File: config.mk
export PLATFORM = sky130hd
export DESIGN_NAME = apb_master_bridge_flat
export DESIGN_NICKNAME = d
export VERILOG_FILES = /design/src/rtl/soc_map_pkg.sv /design/src/rtl/lsu_pkg.sv /design/src/rtl/lsu_if.sv /design/src/rtl/apb_master_bridge.sv /design/src/flat_wrapper.sv
export SDC_FILE = /design/constraint.sdc
export NUM_CORES = 1
export LEC_CHECK = 0
export ABC_AREA = 1
export BUFFER_PORTS_ARGS = -buffer_cell sky130_fd_sc_hd__buf_2
export CAP_MARGIN = 0
export CORE_UTILIZATION = 41
export DETAILED_ROUTE_END_ITERATION = 7
export HOLD_SLACK_MARGIN = 0.1
export PLACE_DENSITY = 0.78
export SYNTH_ARGS = -nofsm -noshare
export SYNTH_HDL_FRONTEND = slang
export SYNTH_SLANG_ARGS = --single-unit
File: constraint.sdc
create_clock -name clk -period 4.4 [get_ports clk]
set_clock_uncertainty 0.05 [all_clocks]
set_input_delay 0.22 -clock clk [delete_from_list [all_inputs] [get_ports clk]]
set_output_delay 0.22 -clock clk [all_outputs]
set_load 0.005 [all_outputs]
File: src/rtl/soc_map_pkg.sv
//////////////////////////////
// upper 12 address bits select the region
// only region 12'h001 is local data RAM
//////////////////////////////
`default_nettype none

package soc_map_pkg;

  localparam int ADDR_W   = 32;
  localparam int REGION_W = 12;

  localparam logic [REGION_W-1:0] LOCAL_REGION = 12'h001;

  // one load/store address, seen by region or by word
  typedef union packed {
    struct packed {
      logic [REGION_W-1:0]        region;
      logic [ADDR_W-REGION_W-1:0] offset;
    } region_v;
    struct packed {
      logic [ADDR_W-3:0] index;
      logic [1:0]        byte_off;
    } word_v;
  } lsu_addr_u;

endpackage

`default_nettype wire

File: src/rtl/lsu_pkg.sv
//////////////////////////////
// 32-bit words with 4 byte enables
//////////////////////////////
`default_nettype none

package lsu_pkg;

  localparam int DATA_W = 32;
  localparam int BE_W   = DATA_W / 8;

  // which target owes the next response
  typedef enum logic {
    RESP_RAM = 1'b0,
    RESP_BUS = 1'b1
  } resp_src_e;

endpackage

`default_nettype wire

File: src/rtl/lsu_if.sv
//////////////////////////////
// req/gnt request, one rvalid per transfer
//////////////////////////////
`default_nettype none

interface lsu_if;

  logic                          req;
  logic                          gnt;
  logic                          rvalid;
  soc_map_pkg::lsu_addr_u        addr;
  logic                          we;
  logic [lsu_pkg::BE_W-1:0]      be;
  logic [lsu_pkg::DATA_W-1:0]    wdata;
  logic [lsu_pkg::DATA_W-1:0]    rdata;

  // side that issues requests
  modport requester (
    output req, addr, we, be, wdata,
    input  gnt, rvalid, rdata
  );

  // side that serves them
  modport responder (
    input  req, addr, we, be, wdata,
    output gnt, rvalid, rdata
  );

endinterface

`default_nettype wire

File: src/rtl/apb_master_bridge.sv
//////////////////////////////
// one transfer at a time
// pslverr is not supported
//////////////////////////////
`default_nettype none

module apb_master_bridge (
  input  wire logic                              clk,
  input  wire logic                              rst_n,
  lsu_if.responder                               bus,
  output logic [soc_map_pkg::ADDR_W-1:0]         paddr_o,
  output logic                                   psel_o,
  output logic                                   penable_o,
  output logic                                   pwrite_o,
  output logic [lsu_pkg::DATA_W-1:0]             pwdata_o,
  output logic [lsu_pkg::BE_W-1:0]               pstrb_o,
  input  wire logic [lsu_pkg::DATA_W-1:0]        prdata_i,
  input  wire logic                              pready_i
);

  typedef enum logic [1:0] {
    ST_IDLE,
    ST_SETUP,
    ST_ACCESS
  } apb_state_e;

  apb_state_e                     state;
  logic [soc_map_pkg::ADDR_W-1:0] paddr_q;
  logic                           pwrite_q;
  logic [lsu_pkg::DATA_W-1:0]     pwdata_q;
  logic [lsu_pkg::BE_W-1:0]       pstrb_q;
  logic [lsu_pkg::DATA_W-1:0]     rdata_q;
  logic                           rvalid_q;
  logic                           xfer;

  assign bus.gnt = (state == ST_IDLE);
  assign xfer    = bus.req & bus.gnt;

  always_ff @(posedge clk or negedge rst_n)
  begin
    if (!rst_n)
    begin
      state    <= ST_IDLE;
      rvalid_q <= 1'b0;
    end
    else
    begin
      rvalid_q <= 1'b0;
      case (state)
        ST_IDLE:
          if (xfer)
            state <= ST_SETUP;
        ST_SETUP:
          state <= ST_ACCESS;
        ST_ACCESS:
          if (pready_i)
          begin
            state    <= ST_IDLE;
            rvalid_q <= 1'b1;
          end
        default:
          state <= ST_IDLE;
      endcase
    end
  end

  // request fields held for the whole APB transfer
  always_ff @(posedge clk)
  begin
    if (xfer)
    begin
      paddr_q  <= bus.addr;
      pwrite_q <= bus.we;
      pwdata_q <= bus.wdata;
      pstrb_q  <= bus.we ? bus.be : '0;
    end
    if (state == ST_ACCESS && pready_i)
      rdata_q <= prdata_i;
  end

  assign paddr_o    = paddr_q;
  assign pwrite_o   = pwrite_q;
  assign pwdata_o   = pwdata_q;
  assign pstrb_o    = pstrb_q;
  assign psel_o     = (state != ST_IDLE);
  assign penable_o  = (state == ST_ACCESS);
  assign bus.rvalid = rvalid_q;
  assign bus.rdata  = rdata_q;

  // access phase always follows a cycle with psel already high
  a_penable_in_sel: assert property (
    @(posedge clk) disable iff (!rst_n)
    penable_o |-> psel_o && $past(psel_o)
  );

endmodule

`default_nettype wire

File: src/flat_wrapper.sv
// flat-port wrapper written by rule: the top's interface ports become plain ports
module apb_master_bridge_flat 
  (clk, rst_n, paddr_o, psel_o, penable_o, pwrite_o, pwdata_o, pstrb_o, prdata_i, pready_i, bus_req, bus_addr, bus_we, bus_be, bus_wdata, bus_gnt, bus_rvalid, bus_rdata);
  lsu_if bus_i ();
  input  wire logic clk;
  input  wire logic rst_n;
  output logic [soc_map_pkg::ADDR_W-1:0] paddr_o;
  output logic psel_o;
  output logic penable_o;
  output logic pwrite_o;
  output logic [lsu_pkg::DATA_W-1:0] pwdata_o;
  output logic [lsu_pkg::BE_W-1:0] pstrb_o;
  input  wire logic [lsu_pkg::DATA_W-1:0] prdata_i;
  input  wire logic pready_i;
  input wire logic [$bits(bus_i.req)-1:0] bus_req;
  input wire logic [$bits(bus_i.addr)-1:0] bus_addr;
  input wire logic [$bits(bus_i.we)-1:0] bus_we;
  input wire logic [$bits(bus_i.be)-1:0] bus_be;
  input wire logic [$bits(bus_i.wdata)-1:0] bus_wdata;
  output wire logic [$bits(bus_i.gnt)-1:0] bus_gnt;
  output wire logic [$bits(bus_i.rvalid)-1:0] bus_rvalid;
  output wire logic [$bits(bus_i.rdata)-1:0] bus_rdata;
  assign bus_i.req = bus_req;
  assign bus_i.addr = bus_addr;
  assign bus_i.we = bus_we;
  assign bus_i.be = bus_be;
  assign bus_i.wdata = bus_wdata;
  assign bus_gnt = bus_i.gnt;
  assign bus_rvalid = bus_i.rvalid;
  assign bus_rdata = bus_i.rdata;
  apb_master_bridge u_core (.clk(clk), .rst_n(rst_n), .bus(bus_i), .paddr_o(paddr_o), .psel_o(psel_o), .penable_o(penable_o), .pwrite_o(pwrite_o), .pwdata_o(pwdata_o), .pstrb_o(pstrb_o), .prdata_i(prdata_i), .pready_i(pready_i));
endmodule
==> flow_metrics.py, run 1 <==
metrics = {
    "floorplanning": {
        "start_util": 0.431,
        "pin_count": 210,
        "die_h_um": 90.3,
        "die_w_um": 90.3,
        "rows": 31,
    },
    "yosys": {
        "ys_warn_count": 0,
        "syn_area_um2": 3190,
        "yosysUniqueCellTypes": 8,
        "syn_area_per_cell_um2": 25.4,
        "synth.yosys.seq_area_share": 0.973,
        "synth-seq-cells": 104,
        "synth_fp_nets": 231,
        "postSynthCellCount": 126,
    },
    "clocking": {
        "clock_sinks": 104,
        "cts-buffers-inserted": 9,
        "cts_resized": 0,
        "cts_setup_buffers": 0,
        "h-tree-depth": 3,
        "clockBufferDepth": 2,
        "postCtsHoldBufs": 101,
        "cts-root-buf": "clkbuf_8",
    },
    "outcome": {
        "stop_stage": "clock tree synthesis",
        "status": "aborted with a tool error",
        "firstError": "[ERROR RSZ-0060] Max buffer count reached.",
    },
    "placed_design": {
        "gp_congestion": 0.789,
        "port_buffers": 209,
        "dp_hpwl_um": 5000,
    },
}
## per-stage QoR
step           area [um2]  setup slack, ns  std cells  hold slack [ns]   util
3_3_place_gp         4390             2.14        436          -0.0340  0.592
2_1_floorplan        3190            0.347        126           -0.126      -
3_5_place_dp         4390             2.08        436          -0.0306  0.592
## synthesized netlist by cell type
| library cell | n | area (um2) |
|---|---|---|
| edfxtp_1 | 101 | 3030 |
| nand3_1 | 1 | 5.00 |
| nor2_2 | 1 | 6.26 |
| nor2_1 | 3 | 11.3 |
| nand2_1 | 7 | 26.3 |
| inv_2 | 1 | 3.75 |
| inv_1 | 9 | 33.8 |
| dfrtp_1 | 3 | 75.1 |
## kinds of logic after synthesis
logic type / Yosys count / synth area share
DFF: 104 / 0.973
and+or+nand+nor: 12 / 0.0153
buffers and inverters: 10 / 0.0117
==> inputs of run 2 (changes only) <==
--- a/config.mk
+++ b/config.mk
@@ -8,10 +8,9 @@
 export ABC_AREA = 1
 export BUFFER_PORTS_ARGS = -buffer_cell sky130_fd_sc_hd__buf_2
 export CAP_MARGIN = 0
-export CORE_UTILIZATION = 41
+export CORE_UTILIZATION = 35
 export DETAILED_ROUTE_END_ITERATION = 7
-export HOLD_SLACK_MARGIN = 0.1
-export PLACE_DENSITY = 0.78
+export PLACE_DENSITY_LB_ADDON = 0.15
 export SYNTH_ARGS = -nofsm -noshare
 export SYNTH_HDL_FRONTEND = slang
 export SYNTH_SLANG_ARGS = --single-unit
==> run 2 against run 1 <==
Against the previous run: the run now ends clean; synthesized area is the same; synthesized cell count is the same.
==> flow_metrics.py, run 2 <==
metrics = {
    "detailed_routing": {
        "dr.first_iter.drc_count": 42,
        "post_drt_wl_per_cell_um": 14.3,
        "dr.pass1.iters": 4,
        "wirelength_um": 7950,
        "drc": 0,
        "ant_nets": 0,
        "vias": 2315,
        "viasPerCell": 4.16,
    },
    "global_route": {
        "grt_pass1_vias": 2488,
        "grt_usage": 0.168,
        "antenna_found_initial": 0,
        "grt_pass1_wl_um": 11900,
        "overflow": 0,
        "grt_max_degree": 46,
    },
    "worst_hold_path": {
        "holdPathStages": 1,
        "min-delay-start": "bus_wdata[3]",
        "hold_class": "in2reg",
        "holdPathEnd": "u_core.pwdata_o[3]$_DFFE_PP_",
    },
    "clocking": {
        "cts_setup_buffers": 0,
        "h-tree-depth": 3,
        "cts-buffers-inserted": 9,
        "clock_sinks": 104,
        "clkLatencyLatePin_ns": 0.35,
        "cts_tree": "done",
        "clk_pin_slew_worst_paths_ns": 0.09,
        "clockBufferDepth": 2,
        "cts-root-buf": "clkbuf_8",
    },
    "yosys": {
        "synth-edff-count": 101,
        "synth_xor_area_frac": 0,
        "yosysMostFrequentCell": "edfxtp_1",
        "yosysUniqueCellTypes": 8,
        "post-synth-top-area-cell": "edfxtp_1",
        "ys_top_cells_by_area": "edfxtp_1 95%, dfrtp_1 2.4%, inv_1 1.1%",
        "synth_fp_nets": 231,
        "synth-seq-cells": 104,
        "synth.area.mux_share": 0,
        "ys.flop_type": "edfxtp_1",
        "yosys.area_share.simple": 0.0153,
        "synth_common_cells": "101 x edfxtp_1, 9 x inv_1, 7 x nand2_1",
        "synth_top_area_frac": 0.949,
        "ys_warn_count": 0,
        "postSynthCellCount": 126,
        "synth_top_family_by_area": "simple AND/OR/NAND/NOR gates",
        "syn_area_per_cell_um2": 25.4,
        "synth.yosys.seq_area_share": 0.973,
        "syn_area_um2": 3190,
        "ys_async_sr_fraction": 0.0288,
        "synthAdderAreaFrac": 0,
        "synth_compound_area_frac": 0,
    },
    "layout": {
        "drive_above_1_share": 0.511,
        "layout_commonest_cell": "buf_2",
        "layout_common_cells": "209 x buf_2, 101 x edfxtp_1, 96 x dlygate4sd3_1",
        "fin_nets": 549,
        "area_growth_pct": 73.7,
        "n_antenna_cell": 0,
        "nFillCells": 657,
    },
    "setup_path": {
        "required_ns": 4.34,
        "end_kind": "flop",
        "rrSetupSlack_ns": 2.21,
        "path_buf_inv": 2,
        "start_kind": "flop",
        "crit_family": "buffers and inverters",
        "critPathMaxFanout": 45,
        "r2r-end": "u_core.paddr_o[17]$_DFFE_PP_",
        "path_class": "reg2reg",
        "max_stage_delay_ns": 0.60,
        "slowest_stage": "buf_4",
        "cp.arrival_ns": 2.13,
        "reg2reg_depth": 4,
        "path_cells": "nor2_2 > inv_2 > nor2_4 > buf_4",
        "r2r-start": "u_core.state[1]$_DFFE_PN0P_",
    },
    "sta": {
        "worst_slack_ns": 2.21,
        "fmax_ghz": 0.457,
        "tns_ns": 0,
        "slew_violations": 0,
        "period_share": 0.497,
        "hold_viol": 0,
        "rsz0062_at_grt": "no",
        "tightest_slew_ns": 0.678,
        "relSlewSlack": 0.547,
        "final.min_clock_period_ns": 2.19,
        "setup_viol": 0,
    },
    "run": {
        "maxCapViolCount": 0,
    },
    "pwr": {
        "p_int_w": 0.00179,
        "swShare": 0.246,
        "p_leak_nw": 2.40,
        "p_comb_frac": 0.190,
        "power_density_nw_per_um2": 428,
        "seq_power_share": 0.573,
        "peakVddDrop_mv": 0.191,
        "power.net_switching_w": 0.000585,
        "clock_power_share": 0.237,
    },
    "floorplanning": {
        "die_area_um2": 9510,
        "die_h_um": 97.5,
        "die_w_um": 97.5,
        "rows": 34,
        "core_um2": 8760,
        "pin_count": 210,
        "start_util": 0.365,
    },
    "placed_design": {
        "port_buffers": 209,
        "gp_congestion": 0.729,
        "dp_hpwl_um": 5140,
        "dp_slack_ns": 2.19,
    },
    "outcome": {
        "status": "completed",
    },
}
run 2: kinds of logic (layout without fill, tap and decap cells):
family | after synthesis | count (layout)
buffers and inverters | 10 | 332
AND/OR/NAND/NOR | 12 | 12
flip-flops | 104 | 104
run 2: layout make-up:
class | count | area, um2 | share of cell area
inverters | 10 | 37.5 | 0.00677
clock inverters | 5 | 58.8 | 0.0106
flip-flops and latches | 104 | 3110 | 0.560
well taps | 108 | 135 | 0.0244
repair buffers | 307 | 2020 | 0.364
multi-input cells | 12 | 58.8 | 0.0106
clock buffers | 10 | 128 | 0.0230
run 2: timing repair:
item                      CTS  global route
hold endpoints to repair   97             1
gates resized for setup     0             0
hold buffers               95             1
run 2: worst max path at each step:
| stage | start | endpoint | slack [ns] | depth (start not counted) |
|---|---|---|---|---|
| global route | u_core.state[1]$_DFFE_PN0P_ | u_core.paddr_o[12]$_DFFE_PP_ | 2.04 | 4 |
| CTS | u_core.state[1]$_DFFE_PN0P_ | u_core.paddr_o[17]$_DFFE_PP_ | 2.17 | 4 |
| detailed placement | u_core.state[1]$_DFFE_PN0P_ | u_core.pwdata_o[31]$_DFFE_PP_ | 2.19 | 4 |
| finish | u_core.state[1]$_DFFE_PN0P_ | u_core.paddr_o[17]$_DFFE_PP_ | 2.21 | 4 |
| floorplan | u_core.state[1]$_DFFE_PN0P_ | u_core.paddr_o[0]$_DFFE_PP_ | 0.35 | 3 |
| global placement | u_core.state[1]$_DFFE_PN0P_ | u_core.paddr_o[23]$_DFFE_PP_ | 2.24 | 4 |
run 2: power groups by stage:
stage / clock network (W) / registers (W) / logic [W]
after global placement: 0 / 0.00138 / 0.000390
after floorplan: 0 / 0.00143 / 0.000102
after CTS: 0.000583 / 0.00136 / 0.000457
final: 0.000562 / 0.00136 / 0.000452
after detailed placement: 0 / 0.00138 / 0.000392
after global routing: 0.000615 / 0.00138 / 0.000490
run 2: worst reg2reg max path, delay by kind of cell, from the launching register on:
family	cells	cell delay [ns]
buf+inv	2	0.67
simple gates	2	0.66
flops	1	0.42
run 2: metal layers:
layer / vias to the layer above / track usage / routed length [um]
li1: 1110 / - / -
met2: 150 / 0.293 / 3980
met3: 8 / 0.0748 / 841
met4: 0 / 0.0566 / 104
met1: 1047 / 0.181 / 3030
met5: - / 0 / 0
run 2: through the flow:
stage	std cells	instance area [um2]	power (W)	util	hold slack [ns]
after floorplan	126	3190	0.00153	-	-0.126
after global placement	445	4400	0.00177	0.502	-0.0316
after detailed placement	445	4400	0.00178	0.502	-0.0281
after CTS	555	5540	0.00240	0.632	0.00446
after global routing	556	5550	0.00249	0.633	0.00228
final	556	5550	0.00238	0.633	0.0319
Power figures use the tool's default switching activity.
==> inputs of run 3 (changes only) <==
==> constraint.sdc (replaced) <==
create_clock -name clk -period 2.05 [get_ports clk]
set_clock_uncertainty 0.05 [all_clocks]
set_input_delay 0.1025 -clock clk [delete_from_list [all_inputs] [get_ports clk]]
set_output_delay 0.1025 -clock clk [all_outputs]
set_load 0.005 [all_outputs]
==> run 3 against run 2 <==
Against the previous run: the flow now stops in clock tree synthesis; synthesized cell count did not move; synthesized area unchanged.
==> flow_metrics.py, run 3 <==
metrics = {
    "yosys": {
        "ys_top_cells_by_area": "edfxtp_1 95%, dfrtp_1 2.4%, inv_1 1.1%",
        "synth-seq-cells": 104,
        "ys.flop_type": "edfxtp_1",
        "postSynthCellCount": 126,
        "synth_fp_nets": 231,
        "post-synth-top-area-cell": "edfxtp_1",
        "synth_top_area_frac": 0.949,
        "synth-edff-count": 101,
        "synth.yosys.seq_area_share": 0.973,
        "syn_area_um2": 3190,
        "yosysUniqueCellTypes": 8,
        "ys_async_sr_fraction": 0.0288,
        "syn_area_per_cell_um2": 25.4,
        "yosysMostFrequentCell": "edfxtp_1",
        "ys_warn_count": 0,
        "synth_common_cells": "101 x edfxtp_1, 9 x inv_1, 7 x nand2_1",
    },
    "floorplanning": {
        "pin_count": 210,
        "die_w_um": 97.5,
        "die_h_um": 97.5,
        "start_util": 0.365,
        "rows": 34,
    },
    "clocking": {
        "clock_sinks": 104,
        "cts-root-buf": "clkbuf_8",
        "cts_resized": 0,
        "clockBufferDepth": 2,
        "postCtsHoldBufs": 101,
        "cts_setup_buffers": 0,
        "h-tree-depth": 3,
        "cts-buffers-inserted": 9,
    },
    "placed_design": {
        "place_area_um2": 4410,
        "dp_hpwl_um": 5110,
        "gp_congestion": 0.764,
        "port_buffers": 209,
    },
    "outcome": {
        "firstError": "[ERROR RSZ-0060] Max buffer count reached.",
        "stop_stage": "clock tree synthesis",
        "status": "aborted with a tool error",
    },
}
==> run 3: cell counts after synthesis <==
No cell type changed its count.
==> run 3: metrics by stage <==
step | TNS [ns] | instances | worst slack, ns | util | hold slack (ns)
after detailed placement | 0 | 445 | 0.599 | 0.504 | -0.149
after floorplan | -3.47 | 126 | -0.0503 | - | -0.243
after global placement | 0 | 445 | 0.627 | 0.504 | -0.146
==> run 3: logic make-up after synthesis <==
kind of cell           share of synthesized area
buffers and inverters                     0.0117
AND/OR/NAND/NOR                           0.0153
flip-flops                                 0.973
