==> config.mk <==
export PLATFORM = sky130hd
export DESIGN_NAME = lsu_router_flat
export DESIGN_NICKNAME = d
export VERILOG_FILES = /design/src/rtl/soc_map_pkg.sv /design/src/rtl/lsu_pkg.sv /design/src/rtl/lsu_if.sv /design/src/rtl/lsu_router.sv /design/src/flat_wrapper.sv
export SDC_FILE = /design/constraint.sdc
export NUM_CORES = 1
export LEC_CHECK = 0
export ABC_AREA = 1
export BUFFER_PORTS_ARGS = -buffer_cell sky130_fd_sc_hd__buf_2
export CAP_MARGIN = 30
export CORE_AREA = 10 10 115 117
export CTS_BUF_LIST = sky130_fd_sc_hd__clkbuf_4
export DETAILED_ROUTE_END_ITERATION = 8
export DIE_AREA = 0 0 125 127
export SLEW_MARGIN = 20
export SYNTH_ARGS = -nofsm -noshare
export SYNTH_HDL_FRONTEND = slang
export SYNTH_SLANG_ARGS = --single-unit
==> constraint.sdc <==
create_clock -name clk -period 1.55 [get_ports clk]
set_input_delay 0.31 -clock clk [delete_from_list [all_inputs] [get_ports clk]]
set_output_delay 0.31 -clock clk [all_outputs]
set_load 0.05 [all_outputs]
==> src/rtl/soc_map_pkg.sv <==
//////////////////////////////
// upper 12 address bits select the region
// only region 12'h001 is local data RAM
//////////////////////////////
`default_nettype none

package soc_map_pkg;

  localparam int ADDR_W   = 32;
  localparam int REGION_W = 12;

  localparam logic [REGION_W-1:0] LOCAL_REGION = 12'h001;

  // one load/store address, seen by region or by word
  typedef union packed {
    struct packed {
      logic [REGION_W-1:0]        region;
      logic [ADDR_W-REGION_W-1:0] offset;
    } region_v;
    struct packed {
      logic [ADDR_W-3:0] index;
      logic [1:0]        byte_off;
    } word_v;
  } lsu_addr_u;

endpackage

`default_nettype wire

==> src/rtl/lsu_pkg.sv <==
//////////////////////////////
// 32-bit words with 4 byte enables
//////////////////////////////
`default_nettype none

package lsu_pkg;

  localparam int DATA_W = 32;
  localparam int BE_W   = DATA_W / 8;

  // which target owes the next response
  typedef enum logic {
    RESP_RAM = 1'b0,
    RESP_BUS = 1'b1
  } resp_src_e;

endpackage

`default_nettype wire

==> src/rtl/lsu_if.sv <==
//////////////////////////////
// req/gnt request, one rvalid per transfer
//////////////////////////////
`default_nettype none

interface lsu_if;

  logic                          req;
  logic                          gnt;
  logic                          rvalid;
  soc_map_pkg::lsu_addr_u        addr;
  logic                          we;
  logic [lsu_pkg::BE_W-1:0]      be;
  logic [lsu_pkg::DATA_W-1:0]    wdata;
  logic [lsu_pkg::DATA_W-1:0]    rdata;

  // side that issues requests
  modport requester (
    output req, addr, we, be, wdata,
    input  gnt, rvalid, rdata
  );

  // side that serves them
  modport responder (
    input  req, addr, we, be, wdata,
    output gnt, rvalid, rdata
  );

endinterface

`default_nettype wire

==> src/rtl/lsu_router.sv <==
//////////////////////////////
// responses return in issue order
// a target switch waits for the other side to drain
//////////////////////////////
`default_nettype none

module lsu_router (
  input  wire logic                         clk,
  input  wire logic                         rst_n,
  input  wire logic                         lsu_req_i,
  input  wire soc_map_pkg::lsu_addr_u       lsu_addr_i,
  input  wire logic                         lsu_we_i,
  input  wire logic [lsu_pkg::BE_W-1:0]     lsu_be_i,
  input  wire logic [lsu_pkg::DATA_W-1:0]   lsu_wdata_i,
  output logic                              lsu_gnt_o,
  output logic                              lsu_rvalid_o,
  output logic [lsu_pkg::DATA_W-1:0]        lsu_rdata_o,
  lsu_if.requester                          ram_bus,
  lsu_if.requester                          ext_bus
);

  logic                is_local;
  logic                ram_xfer;
  logic                ext_xfer;
  logic [1:0]          ram_cnt;
  logic                ext_pend;
  lsu_pkg::resp_src_e  resp_src;

  assign is_local = (lsu_addr_i.region_v.region == soc_map_pkg::LOCAL_REGION);

  // hold back a request while the other target still owes a response
  assign ram_bus.req = lsu_req_i & is_local & ~ext_pend;
  assign ext_bus.req = lsu_req_i & ~is_local & (ram_cnt == 2'd0);

  assign ram_bus.addr  = lsu_addr_i;
  assign ram_bus.we    = lsu_we_i;
  assign ram_bus.be    = lsu_be_i;
  assign ram_bus.wdata = lsu_wdata_i;
  assign ext_bus.addr  = lsu_addr_i;
  assign ext_bus.we    = lsu_we_i;
  assign ext_bus.be    = lsu_be_i;
  assign ext_bus.wdata = lsu_wdata_i;

  assign ram_xfer  = ram_bus.req & ram_bus.gnt;
  assign ext_xfer  = ext_bus.req & ext_bus.gnt;
  assign lsu_gnt_o = ram_xfer | ext_xfer;

  always_ff @(posedge clk or negedge rst_n)
  begin
    if (!rst_n)
    begin
      ram_cnt  <= 2'd0;
      ext_pend <= 1'b0;
      resp_src <= lsu_pkg::RESP_RAM;
    end
    else
    begin
      if (ram_xfer && !ram_bus.rvalid)
        ram_cnt <= ram_cnt + 2'd1;
      else if (!ram_xfer && ram_bus.rvalid)
        ram_cnt <= ram_cnt - 2'd1;

      // a new bus transfer may start in the cycle the last one returns
      if (ext_xfer)
        ext_pend <= 1'b1;
      else if (ext_bus.rvalid)
        ext_pend <= 1'b0;

      if (ram_xfer)
        resp_src <= lsu_pkg::RESP_RAM;
      else if (ext_xfer)
        resp_src <= lsu_pkg::RESP_BUS;
    end
  end

  assign lsu_rvalid_o = ram_bus.rvalid | ext_bus.rvalid;
  assign lsu_rdata_o  = (resp_src == lsu_pkg::RESP_BUS) ? ext_bus.rdata : ram_bus.rdata;

  // both targets never answer in the same cycle
  a_no_resp_overlap: assert property (
    @(posedge clk) disable iff (!rst_n)
    !(ram_bus.rvalid && ext_bus.rvalid)
  );

endmodule

`default_nettype wire

==> src/flat_wrapper.sv <==
// flat-port wrapper written by rule: the top's interface ports become plain ports
module lsu_router_flat 
  (clk, rst_n, lsu_req_i, lsu_addr_i, lsu_we_i, lsu_be_i, lsu_wdata_i, lsu_gnt_o, lsu_rvalid_o, lsu_rdata_o, ram_bus_req, ram_bus_addr, ram_bus_we, ram_bus_be, ram_bus_wdata, ram_bus_gnt, ram_bus_rvalid, ram_bus_rdata, ext_bus_req, ext_bus_addr, ext_bus_we, ext_bus_be, ext_bus_wdata, ext_bus_gnt, ext_bus_rvalid, ext_bus_rdata);
  lsu_if ram_bus_i ();
  lsu_if ext_bus_i ();
  input  wire logic clk;
  input  wire logic rst_n;
  input  wire logic lsu_req_i;
  input  wire soc_map_pkg::lsu_addr_u lsu_addr_i;
  input  wire logic lsu_we_i;
  input  wire logic [lsu_pkg::BE_W-1:0] lsu_be_i;
  input  wire logic [lsu_pkg::DATA_W-1:0] lsu_wdata_i;
  output logic lsu_gnt_o;
  output logic lsu_rvalid_o;
  output logic [lsu_pkg::DATA_W-1:0] lsu_rdata_o;
  output wire logic [$bits(ram_bus_i.req)-1:0] ram_bus_req;
  output wire logic [$bits(ram_bus_i.addr)-1:0] ram_bus_addr;
  output wire logic [$bits(ram_bus_i.we)-1:0] ram_bus_we;
  output wire logic [$bits(ram_bus_i.be)-1:0] ram_bus_be;
  output wire logic [$bits(ram_bus_i.wdata)-1:0] ram_bus_wdata;
  input wire logic [$bits(ram_bus_i.gnt)-1:0] ram_bus_gnt;
  input wire logic [$bits(ram_bus_i.rvalid)-1:0] ram_bus_rvalid;
  input wire logic [$bits(ram_bus_i.rdata)-1:0] ram_bus_rdata;
  output wire logic [$bits(ext_bus_i.req)-1:0] ext_bus_req;
  output wire logic [$bits(ext_bus_i.addr)-1:0] ext_bus_addr;
  output wire logic [$bits(ext_bus_i.we)-1:0] ext_bus_we;
  output wire logic [$bits(ext_bus_i.be)-1:0] ext_bus_be;
  output wire logic [$bits(ext_bus_i.wdata)-1:0] ext_bus_wdata;
  input wire logic [$bits(ext_bus_i.gnt)-1:0] ext_bus_gnt;
  input wire logic [$bits(ext_bus_i.rvalid)-1:0] ext_bus_rvalid;
  input wire logic [$bits(ext_bus_i.rdata)-1:0] ext_bus_rdata;
  assign ram_bus_req = ram_bus_i.req;
  assign ram_bus_addr = ram_bus_i.addr;
  assign ram_bus_we = ram_bus_i.we;
  assign ram_bus_be = ram_bus_i.be;
  assign ram_bus_wdata = ram_bus_i.wdata;
  assign ram_bus_i.gnt = ram_bus_gnt;
  assign ram_bus_i.rvalid = ram_bus_rvalid;
  assign ram_bus_i.rdata = ram_bus_rdata;
  assign ext_bus_req = ext_bus_i.req;
  assign ext_bus_addr = ext_bus_i.addr;
  assign ext_bus_we = ext_bus_i.we;
  assign ext_bus_be = ext_bus_i.be;
  assign ext_bus_wdata = ext_bus_i.wdata;
  assign ext_bus_i.gnt = ext_bus_gnt;
  assign ext_bus_i.rvalid = ext_bus_rvalid;
  assign ext_bus_i.rdata = ext_bus_rdata;
  lsu_router u_core (.clk(clk), .rst_n(rst_n), .lsu_req_i(lsu_req_i), .lsu_addr_i(lsu_addr_i), .lsu_we_i(lsu_we_i), .lsu_be_i(lsu_be_i), .lsu_wdata_i(lsu_wdata_i), .lsu_gnt_o(lsu_gnt_o), .lsu_rvalid_o(lsu_rvalid_o), .lsu_rdata_o(lsu_rdata_o), .ram_bus(ram_bus_i), .ext_bus(ext_bus_i));
endmodule
==> summary.txt, run 1 <==
Outcome
  – Status: completed

Cells and area
  – Final #Nets: 445
  – Fin area: 2278 sq um
  – Layout cells sized above 1: 0.7550
  – Fill cell count: 1280
  – Synthesis-to-layout area growth: 30.16%
  – Antenna Cells: 0

Routing
  – WL final: 6692 microns
  – Post-Route M1 WL: 1947 microns
  – Top layer in use: met4
  – DRT Pass-1 Iters: 4
  – Met3 routed WL: 863 microns
  – Met2 WL: approximately 3500 microns
  – Post-route ant nets: 0
  – Via Count: 1538
  – Routed length per placed instance: 15.04 microns
  – # DRC: 0
  – Vias per cell: 3.456
  – DRT iter0 DRCs: 39

Critical path
  – Critical Path End Type: output port
  – WP buf/inv: 3
  – Worst path max stage delay: 0.25 ns
  – Crit. path cell count: 8
  – CP startpoint kind: input pin
  – CP Class: input pin to output port
  – Crit path max fanout: 2
  – Critical Path AT: 1.24 ns
  – Slowest cell on the critical path: or2_4
  – Critical path's top delay family: simple AND/OR/NAND/NOR gates
  – Worst-path cell chain: buf_2 > or2_4 > nor2_4 > buf_6 > nand2_2 > nand3_2 > o21ai_2 > buf_6
  – Register-to-Register Path Depth: 7
  – Most common cell on crit path: buf_6
  – CP Data Required Time: ~1.2 ns

Logic synthesis
  – Mapped Cells: 279
  – EDFF count, synth: 0
  – Top cells by area, synth: buf_4, nand2_1, dfrtp_1
  – Top cell type's share of synthesized area: 0.5919
  – Register area share after synthesis: 0.05718
  – Syn Area/Cell: 6.274 sq um
  – Top cells by count, synth: buf_4, nand2_1, buf_2, inv_1, nor2_1
  – Syn_nets: 420
  – Synth Flop Type: dfrtp_1
  – Yosys cell types: 20
  – Async S/R FF share, synth: 1.000
  – Post-synthesis register bit count: 4
  – Cell taking the most area after synthesis: buf_4
  – Synthesis Warnings: 0
  – Post-synthesis cell area: 1750 sq um
  – Most common cell in the synthesized netlist: buf_4

Timing
  – Fin crit period: 1.547 ns
  – Slew HR: 0.8211
  – Final Cycle Share: 0.9978
  – Setup TNS: 0 ns
  – # setup viols final: 0
  – Min Hold Slack: 0.2678 ns
  – Final Hold Fails: 0
  – RSZ-0062 raised after global routing: yes
  – Clk_skew: around 0.00095 ns
  – Actual slew at the worst max-slew pin: 0.2702 ns
  – F_max: between 600 and 700 MHz
  – Slew Limit Fails: 0

Power
  – Maximum VDD drop: 388.5 uV
  – Pwr Density: 488.6 nW/um^2
  – Pleak: 1.277 nW

Place
  – IO buf count: 142
  – Placed Instance Area: around 1700 sq um
  – Post-DP HPWL: about 5200 microns
  – GP Congestion: 0.7585

Die
  – Initial core utilization: 0.1573
  – Die footprint: approximately 16000 sq um
  – Row count: 39
  – Die Height: roughly 130 microns
  – CORE AREA: ~11000 sq um
  – Die Wd: ~130 microns
  – Ports: 314

GRT
  – Vias in the first global route: 1626
  – First-pass GRT wire length: around 8900 microns
  – GRT Total Usage: 0.06780
  – Initial antenna violation count: 0
  – Largest net degree at the start of global routing: 24
  – GRT Residual Overflow: 0

Clocking
  – Clk buf depth: 2
  – Sink Count: 4
  – Skew-Pair Late Insertion Delay: roughly 0.23 ns
  – H-tree depth: 1
  – Clock transition at path regs: approximately 0.030 ns
  – CTS root buf: clkbuf_4
  – Cts bufs inserted: 3
  – TritonCTS clock tree: done

Worst hold path
  – Number of cells on the worst hold path: 2
  – Hold Crit Class: input pin to flop

Flow run
  – MaxCap Viol Count: 0
-- routing by layer --
layer	track usage	vias to the layer above
li1	-	747
met5	0	-
met3	0.04094	49
met4	0.05081	0
met1	0.05834	645
met2	0.1145	97
-- sequential cells by signal, summed over array words and instances (netlist names) --
name             cells
u_core.ram_cnt       2
u_core.resp_src      1
u_core.ext_pend      1
-- path summary, 6_finish.rpt --
kind | slack, ns | end | start
worst max-delay path | 0.003 | lsu_gnt_o | lsu_addr_i[30]
worst min-delay path | 0.27 | u_core.ext_pend | ext_bus_rvalid
worst max register to register | 0.12 | u_core.ram_cnt[1] | u_core.ext_pend
worst min register to register | 0.50 | u_core.ram_cnt[1] | u_core.ram_cnt[1]
max in group asynchronous | 0.99 | u_core.resp_src | rst_n
min in group asynchronous | 0.43 | u_core.ram_cnt[1] | rst_n
-- stage by stage --
step	worst slack, ns	total power [W]	std cells	utilization
final	0.003415	0.001113	445	0.2048
after global routing	-0.06123	0.001184	445	0.2048
after CTS	-0.02004	0.001063	439	0.1726
after detailed placement	-0.1214	0.0008591	435	0.1536
after global placement	-0.08908	0.0008576	435	0.1536
after floorplan	0.004330	0.001457	279	-
-- power breakdown --
group / total (W) / switching [W] / leakage, nW / internal, W
Clock: 0.000123 / 0.0000369 / 0.0138 / 0.0000862
Sequential: 0.000174 / 0.0000338 / 0.0452 / 0.000140
Combinational: 0.000817 / 0.000505 / 1.22 / 0.000312
Total: 0.00111 / 0.000575 / 1.28 / 0.000538
-- repair_timing --
| action | in CTS | in global routing |
|---|---|---|
| gates resized for setup | 59 | 88 |
| setup buffers | 0 | 3 |
| hold buffers | 1 | 0 |
| gates cloned | 0 | 3 |
| pin swaps | 1 | 24 |
| setup endpoints to repair | 34 | 35 |
| hold endpoints to repair | 4 | 0 |
-- final cells by class --
| class | instances | area [sq um] | area share |
|---|---|---|---|
| clock buffer | 3 | 22.52 | 0.009885 |
| inverter | 8 | 35.03 | 0.01538 |
| multi-input combinational | 122 | 724.4 | 0.3180 |
| tap | 143 | 178.9 | 0.07853 |
| timing repair buffer | 165 | 1216 | 0.5338 |
| sequential | 4 | 101.3 | 0.04448 |
-- logic make-up after synthesis --
family / count (synthesis) / synth area share
AO/OA/AOI/OAI: 6 / 0.02073
buffers and inverters: 153 / 0.6290
adder cells (fa/ha/maj): 1 / 0.007147
AND/OR/NAND/NOR: 113 / 0.2759
XOR/XNOR: 2 / 0.01001
flip-flops: 4 / 0.05719
-- cells in the final DEF (no fill, tap or decap) --
cell type      netlist  final
a21boi_2             0      1
a21oi_1              1      1
a21oi_2              1      1
buf_12               0      1
buf_2                7    107
buf_4              138     16
buf_6                0     24
buf_8                0     14
clkbuf_16            0      2
clkbuf_4             0      3
clkinv_4             0      1
dfrtp_1              4      3
dfrtp_2              0      1
dlygate4sd3_1        0      1
ha_1                 1      1
inv_1                7      7
nand2_1             99     56
nand2_2              1     34
nand2_4              0     10
nand3_2              1      1
nand3_4              1      1
nor2_1               5      1
nor2_2               0      4
nor2_4               3      3
nor3_2               1      1
o21ai_1              3      2
o21ai_2              0      1
or2_2                1      1
or2_4                1      1
xnor2_1              2      2
Note: power is estimated with default switching activity, not from simulation.
==> run 2, diff against run 1 <==
--- a/config.mk
+++ b/config.mk
@@ -5,13 +5,12 @@
 export SDC_FILE = /design/constraint.sdc
 export NUM_CORES = 1
 export LEC_CHECK = 0
-export ABC_AREA = 1
 export BUFFER_PORTS_ARGS = -buffer_cell sky130_fd_sc_hd__buf_2
 export CAP_MARGIN = 30
-export CORE_AREA = 10 10 115 117
+export CORE_AREA = 10 10 114 116
 export CTS_BUF_LIST = sky130_fd_sc_hd__clkbuf_4
 export DETAILED_ROUTE_END_ITERATION = 8
-export DIE_AREA = 0 0 125 127
+export DIE_AREA = 0 0 124 126
 export SLEW_MARGIN = 20
 export SYNTH_ARGS = -nofsm -noshare
 export SYNTH_HDL_FRONTEND = slang
==> run 2 against run 1 <==
  * The run now ends with setup timing left
  * Final cell count shrank 17%
  * Combinational power up 130%
  * Core utilization decreased by 0.15 points
  * Fmax shrank 9.8%
  * Clock power increased by 9%
  * First-iteration DRC count fell by 51%
  * Global-route usage decreased by 0.24 points
  * Via count is 16% lower
  * Synthesized cell count decreased by 28%
  * Synthesized area decreased by 0.93%
  * Sequential share of layout area increased by 0.21 points
  * Register-to-register slack improved by 0.06 ns
  * Critical path type is now flop to output port
  * Largest cell class unchanged
==> summary.txt, run 2 <==
Cells and area
  – Commonest non-fill, non-tap cell in the layout: buf_2
  – Final #Nets: 371 (-17%)
  – Layout cells sized above 1: 0.9167 (+0.1617)
  – Antenna Cells: 0 (unchanged)
  – Fill cell count: 1181 (-7.7%)
  – Biggest register: u_core.ram_cnt
  – Largest regs: u_core.ram_cnt x2, u_core.ext_pend x1, u_core.resp_src x1
  – Most frequent cells in the layout: buf_2, buf_6, mux2_4, mux2_2, buf_4
  – Multi-input logic area: 645.6 sq um (-11%)
  – Synthesis-to-layout area growth: 25.40%
  – Fin area: 2175 sq um (-4.6%)
  – Storage element area: 101.3 sq um (unchanged)
  – Max reg flops: 2 (unchanged)

Power
  – Pleak: 1.165 nW (-8.7%)
  – Maximum VDD drop: 447.9 uV (+15%)
  – Final total power: 0.002160 W (+94%)
  – Pwr Density: 993.4 nW/um^2 (+100%)

Logic synthesis
  – EDFF count, synth: 0 (unchanged)
  – Most common cell in the synthesized netlist: buf_4
  – Post-synthesis cell area: 1734 sq um (-0.93%)
  – Syn Area/Cell: 8.585 sq um (+37%)
  – Post-synthesis register bit count: 4 (unchanged)
  – Synthesis Warnings: 0 (unchanged)
  – Syn_nets: 343 (-18%)
  – Mapped Cells: 202 (-28%)
  – Synth Flop Type: dfrtp_1
  – Top cells by count, synth: buf_4, mux2_2, mux2_1
  – Yosys cell types: 23 (+15%)
  – Top cells by area, synth: buf_4, mux2_2, mux2_1
  – Top cell type's share of synthesized area: 0.5974 (+0.005551)
  – Register area share after synthesis: 0.05772 (+0.0005364)
  – Cell taking the most area after synthesis: buf_4
  – Async S/R FF share, synth: 1.000 (unchanged)

Die
  – Die Height: 126 microns (-0.79%)
  – Row count: 38 (-2.6%)
  – CORE AREA: 10700 sq um (-3.8%)
  – Ports: 314 (unchanged)
  – Initial core utilization: 0.1621 (+0.004773)
  – Die footprint: 15620 sq um (-1.6%)
  – Die Wd: 124 microns (-0.80%)

Critical path
  – Slowest cell on the critical path: dfrtp_2
  – Critical Path End Type: output port
  – CP startpoint kind: flop
  – Critical path's top delay family: buffers and inverters
  – Critical Path AT: 1.40 ns (+0.16 ns)
  – WP buf/inv: 3 (unchanged)
  – CP Data Required Time: 1.24 ns (about the same)
  – Worst path max stage delay: 0.40 ns (+0.15 ns)
  – Worst-path cell chain: buf_12 > clkbuf_16 > mux2_4 > buf_6
  – Crit path max fanout: 6 (+4)
  – CP Class: flop to output port

Timing
  – F_max: 583.2 MHz (-9.8%)
  – # setup viols final: 35 (+35)
  – RSZ-0062 raised after global routing: yes
  – Final WS setup: -0.1647 ns (-0.1681 ns)
  – Actual slew at the worst max-slew pin: 0.2684 ns (-0.001831 ns)
  – Setup TNS: -4.574 ns (-4.574 ns)
  – Fin crit period: 1.715 ns (+0.1681 ns)
  – Clk_skew: 0.003183 ns (+0.002229 ns)
  – Final Hold Fails: 0 (unchanged)
  – Min Hold Slack: 0.2806 ns (+0.01283 ns)
  – Final Cycle Share: 1.106 (+0.1085)
  – Slew HR: 0.8197 (-0.001362)
  – Slew Limit Fails: 0 (unchanged)

Clocking
  – CTS root buf: clkbuf_4
  – Clk buf depth: 2 (unchanged)
  – Sink Count: 4 (unchanged)
  – Cts bufs inserted: 3 (unchanged)
  – Skew-Pair Late Insertion Delay: 0.24 ns (about the same)
  – Clock transition at path regs: 0.04 ns (about the same)
  – H-tree depth: 1 (unchanged)
  – TritonCTS clock tree: done

GRT
  – First-pass GRT wire length: 8045 microns (-9.5%)
  – Initial antenna violation count: 0 (unchanged)
  – GRT Total Usage: 0.06537 (-0.002430)
  – GRT Residual Overflow: 0 (unchanged)
  – Vias in the first global route: 1607 (-1.2%)
  – Largest net degree at the start of global routing: 21 (-13%)

Place
  – IO buf count: 142 (unchanged)
  – Post-DP HPWL: 4843 microns (-6.2%)
  – GP Congestion: 0.6580 (-13%)
  – Placed Instance Area: 1690 sq um (-1.1%)

Routing
  – WL final: 6016 microns (-10%)
  – Post-route ant nets: 0 (unchanged)
  – Via Count: 1291 (-16%)
  – DRT Pass-1 Iters: 4 (unchanged)
  – DRT iter0 DRCs: 19 (-51%)
  – # DRC: 0 (unchanged)
  – Routed length per placed instance: 16.35 microns (+8.7%)
  – Vias per cell: 3.508 (+1.5%)

Outcome
  – Failing checks: setup timing
  – Status: complete, but fails checks

Flow run
  – MaxCap Viol Count: 0 (unchanged)

Worst hold path
  – Hold Crit Class: input pin to flop
[run 2: where the power goes]
| part | switching (W) | internal [W] |
|---|---|---|
| sequential | 0.0000376 | 0.000146 |
| clock | 0.0000468 | 0.0000869 |
| combinational | 0.00103 | 0.000814 |
[run 2: kinds of logic (layout without fill, tap and decap cells)]
kind of cell               count (synthesis)  in the layout  share of synthesized area
DFF                                        4              4                    0.05772
muxes                                     33             33                     0.2136
and+or+nand+nor                           14             14                    0.07288
adders and majority gates                  1              1                   0.007214
buffers and inverters                    144            170                     0.6241
AOI/OAI and AO/OA                          3              3                   0.009382
xor gates and xnor gates                   3              3                    0.01515
[run 2: per-layer routing]
metal  routed length [microns]  GRT usage  part of all wire  up-vias
li1                          -          -                 -      565
met1                      1879    0.05271              0.31      557
met2                      2793     0.1045              0.46      154
met3                      1218    0.06166              0.20       15
met4                       125    0.02981             0.021        0
met5                         0    0.01316                 0        -
[run 2: repair_timing]
item | 4_1_cts | 5_1_grt
endpoints found under the hold margin | 4 | 0
resized for setup | 88 | 22
gates cloned | 0 | 3
hold buffers | 1 | 0
pin swaps | 7 | 4
buffers inserted | 1 | 2
endpoints found under the setup margin | 35 | 35
[run 2: final cells by class]
cell class,count,share of cell area
tap,140,0.08055
inverter,2,0.003452
clock buffer,3,0.01036
multi-input combinational,54,0.2969
sequential,4,0.04661
timing repair buffer,165,0.5621
[run 2: worst register-to-register path, cell delays in order (launching register included)]
cell and delay (ns):
dfrtp_1 0.37, nand3b_1 0.24, nor2_1 0.14, ha_1 0.16, xor2_1 0.14, nor2_1 0.06, xor2_1 0.13
[run 2: worst paths after layout]
check | start | endpoint | cells past startpoint | slack [ns]
setup reg to reg | u_core.ext_pend | u_core.ram_cnt[1] | 6 | 0.18
max in group asynchronous | rst_n | u_core.resp_src | 2 | 0.99
setup / recovery | u_core.resp_src | lsu_rdata_o[8] | 4 | -0.16
hold / removal | ext_bus_rvalid | u_core.ext_pend | 2 | 0.28
min in group asynchronous | rst_n | u_core.ram_cnt[0] | 2 | 0.42
hold reg to reg | u_core.ext_pend | u_core.ext_pend | 2 | 0.57
[run 2: through the flow]
stage	cells	utilization	setup slack (ns)
after floorplan	202	-	0.002952
after global placement	358	0.1580	-0.1725
after detailed placement	358	0.1580	-0.1915
after CTS	363	0.1883	-0.1791
after global routing	368	0.2033	-0.1934
final	368	0.2033	-0.1647
==> run 3, diff against run 2 <==
--- a/config.mk
+++ b/config.mk
@@ -6,11 +6,12 @@
 export NUM_CORES = 1
 export LEC_CHECK = 0
 export BUFFER_PORTS_ARGS = -buffer_cell sky130_fd_sc_hd__buf_2
-export CAP_MARGIN = 30
+export CAP_MARGIN = 20
 export CORE_AREA = 10 10 114 116
 export CTS_BUF_LIST = sky130_fd_sc_hd__clkbuf_4
 export DETAILED_ROUTE_END_ITERATION = 8
 export DIE_AREA = 0 0 124 126
+export RECOVER_POWER = 50
 export SLEW_MARGIN = 20
 export SYNTH_ARGS = -nofsm -noshare
 export SYNTH_HDL_FRONTEND = slang
==> run 3 against run 2 <==
  * The run still ends with setup timing left
  * Fmax hardly changed
  * Highest routed layer unchanged
  * Final cell count is the same
  * Clock skew did not move
  * Core utilization about the same
  * Sequential power about the same
==> summary.txt, run 3 (synthesis results as in run 2) <==
Routing
  – Post-route ant nets: 0 (unchanged)
  – WL final: 6015 microns (about the same)
  – DRT Pass-1 Iters: 4 (unchanged)
  – # DRC: 0 (unchanged)
  – DRT iter0 DRCs: 19 (unchanged)
  – Routed length per placed instance: 16.35 microns (about the same)
  – Via Count: 1291 (unchanged)
  – Vias per cell: 3.508 (unchanged)

Timing
  – Slew Limit Fails: 0 (unchanged)
  – Final Cycle Share: 1.106 (about the same)
  – Slew HR: 0.8197 (unchanged)
  – RSZ-0062 raised after global routing: yes
  – Fin crit period: 1.715 ns (-0.00001000 ns)
  – Clk_skew: 0.003183 ns (unchanged)
  – Final WS setup: -0.1647 ns (+0.00001000 ns)
  – # setup viols final: 35 (unchanged)
  – Actual slew at the worst max-slew pin: 0.2684 ns (unchanged)
  – Final Hold Fails: 0 (unchanged)
  – F_max: 583.2 MHz (about the same)

Cells and area
  – Commonest non-fill, non-tap cell in the layout: buf_2
  – Util after Layout: 0.2032 (about the same)
  – Most frequent cells in the layout: buf_2, buf_6, mux2_4, mux2_2, buf_4
  – Layout cells sized above 1: 0.9123 (-0.004386)
  – Synthesis-to-layout area growth: 25.32% (about the same)
  – Largest regs: u_core.ram_cnt x2, u_core.ext_pend x1, u_core.resp_src x1
  – Final #Nets: 371 (unchanged)
  – Max reg flops: 2 (unchanged)
  – Non-Filler Instances: 368 (unchanged)
  – Antenna Cells: 0 (unchanged)
  – Biggest register: u_core.ram_cnt

Place
  – Post-DP HPWL: 4843 microns (unchanged)
  – Placed insts: 358 (unchanged)
  – GP Congestion: 0.6580 (unchanged)
  – IO buf count: 142 (unchanged)

Critical path
  – Crit path from: u_core.resp_src
  – Critical path's top delay family: buffers and inverters
  – Worst-path cell chain: buf_12 > clkbuf_16 > mux2_4 > buf_6
  – Critical R2R Launch: u_core.ext_pend
  – Register-to-Register Path Depth: 6 (unchanged)
  – Critical Path End Type: output port
  – WP buf/inv: 3 (unchanged)
  – CP Data Required Time: 1.24 ns (about the same)
  – CP Class: flop to output port
  – Worst path max stage delay: 0.40 ns (about the same)
  – Crit path max fanout: 6 (unchanged)
  – Slowest cell on the critical path: dfrtp_2
  – CP startpoint kind: flop
  – Crit. path cell count: 4 (unchanged)
  – Critical Path AT: 1.40 ns (about the same)

Die
  – Die footprint: 15620 sq um (unchanged)
  – Ports: 314 (unchanged)
  – CORE AREA: 10700 sq um (unchanged)
  – Row count: 38 (unchanged)
  – Initial core utilization: 0.1621 (unchanged)
  – Die Wd: 124 microns (unchanged)
  – Die Height: 126 microns (unchanged)

Worst hold path
  – Hold Crit Class: input pin to flop
  – Number of cells on the worst hold path: 2 (unchanged)
  – Hold_sp: ext_bus_rvalid

Clocking
  – CTS root buf: clkbuf_4
  – Skew-Pair Late Insertion Delay: 0.24 ns (about the same)
  – Cts bufs inserted: 3 (unchanged)
  – H-tree depth: 1 (unchanged)
  – Sink Count: 4 (unchanged)
  – Clock transition at path regs: 0.04 ns (about the same)
  – Clk buf depth: 2 (unchanged)
  – TritonCTS clock tree: done

Power
  – Pleak: 1.162 nW (-0.24%)
  – Maximum VDD drop: 447.8 uV (about the same)
  – Final total power: 0.002160 W (about the same)
  – Pwr Density: 993.8 nW/um^2 (about the same)

GRT
  – Vias in the first global route: 1607 (unchanged)
  – Initial antenna violation count: 0 (unchanged)
  – Largest net degree at the start of global routing: 21 (unchanged)
  – GRT Total Usage: 0.06537 (unchanged)
  – GRT Residual Overflow: 0 (unchanged)
  – First-pass GRT wire length: 8045 microns (unchanged)

Outcome
  – Failing checks: setup timing
  – Status: complete, but fails checks

Flow run
  – MaxCap Viol Count: 0 (unchanged)
[run 3: cell types whose count changed in the layout (fill, tap and decap cells not counted), sizes merged]
cell and change:
buf -1, clkbuf +1
[run 3: layout make-up]
type,instances,area [sq um]
fillers,1182,8524
repair buffers,165,1221
multi-input cells,54,645.6
well taps,140,175.2
flip-flops and latches,4,101.3
clock buffers,3,22.52
inverters,2,7.507
[run 3: power by group]
part	internal [W]	switching (W)
combinational	0.000813	0.00103
sequential	0.000146	0.0000376
clock	0.0000869	0.0000468
[run 3: path summary, 6_finish.rpt]
kind	endpoint	slack [ns]
worst max-delay path	lsu_rdata_o[8]	-0.16
worst min-delay path	u_core.ext_pend	0.28
worst max register to register	u_core.ram_cnt[1]	0.18
worst min register to register	u_core.ext_pend	0.57
max in group asynchronous	u_core.resp_src	0.87
min in group asynchronous	u_core.ram_cnt[0]	0.46
[run 3: what timing repair did]
action                                  CTS  global route
endpoints found under the setup margin   35            35
setup buffers                             1             2
pin swaps                                 7             4
hold buffers                              1             0
gates cloned                              0             3
endpoints found under the hold margin     4             0
gates resized for setup                  88            22
[run 3: routing by layer]
layer | vias to the layer above | GRT usage | wire (microns) | part of all wire
met5 | - | 0.01316 | 0 | 0
met4 | 0 | 0.02981 | 125 | 0.021
met3 | 15 | 0.06166 | 1218 | 0.20
met2 | 154 | 0.1045 | 2792 | 0.46
met1 | 557 | 0.05271 | 1879 | 0.31
li1 | 565 | - | - | -
[run 3: through the flow]
| stage | TNS [ns] | setup WS (ns) | cell area (sq um) | hold WS [ns] |
|---|---|---|---|---|
| final | -4.574 | -0.1647 | 2173 | 0.2806 |
| after global routing | -5.822 | -0.1934 | 2173 | 0.2957 |
| after global placement | -0.6291 | -0.1725 | 1690 | 0.1218 |
| after detailed placement | -0.7339 | -0.1915 | 1690 | 0.1230 |
| after CTS | -4.333 | -0.1791 | 2014 | 0.2783 |
| after floorplan | 0 | 0.002952 | 1747 | 0.01441 |
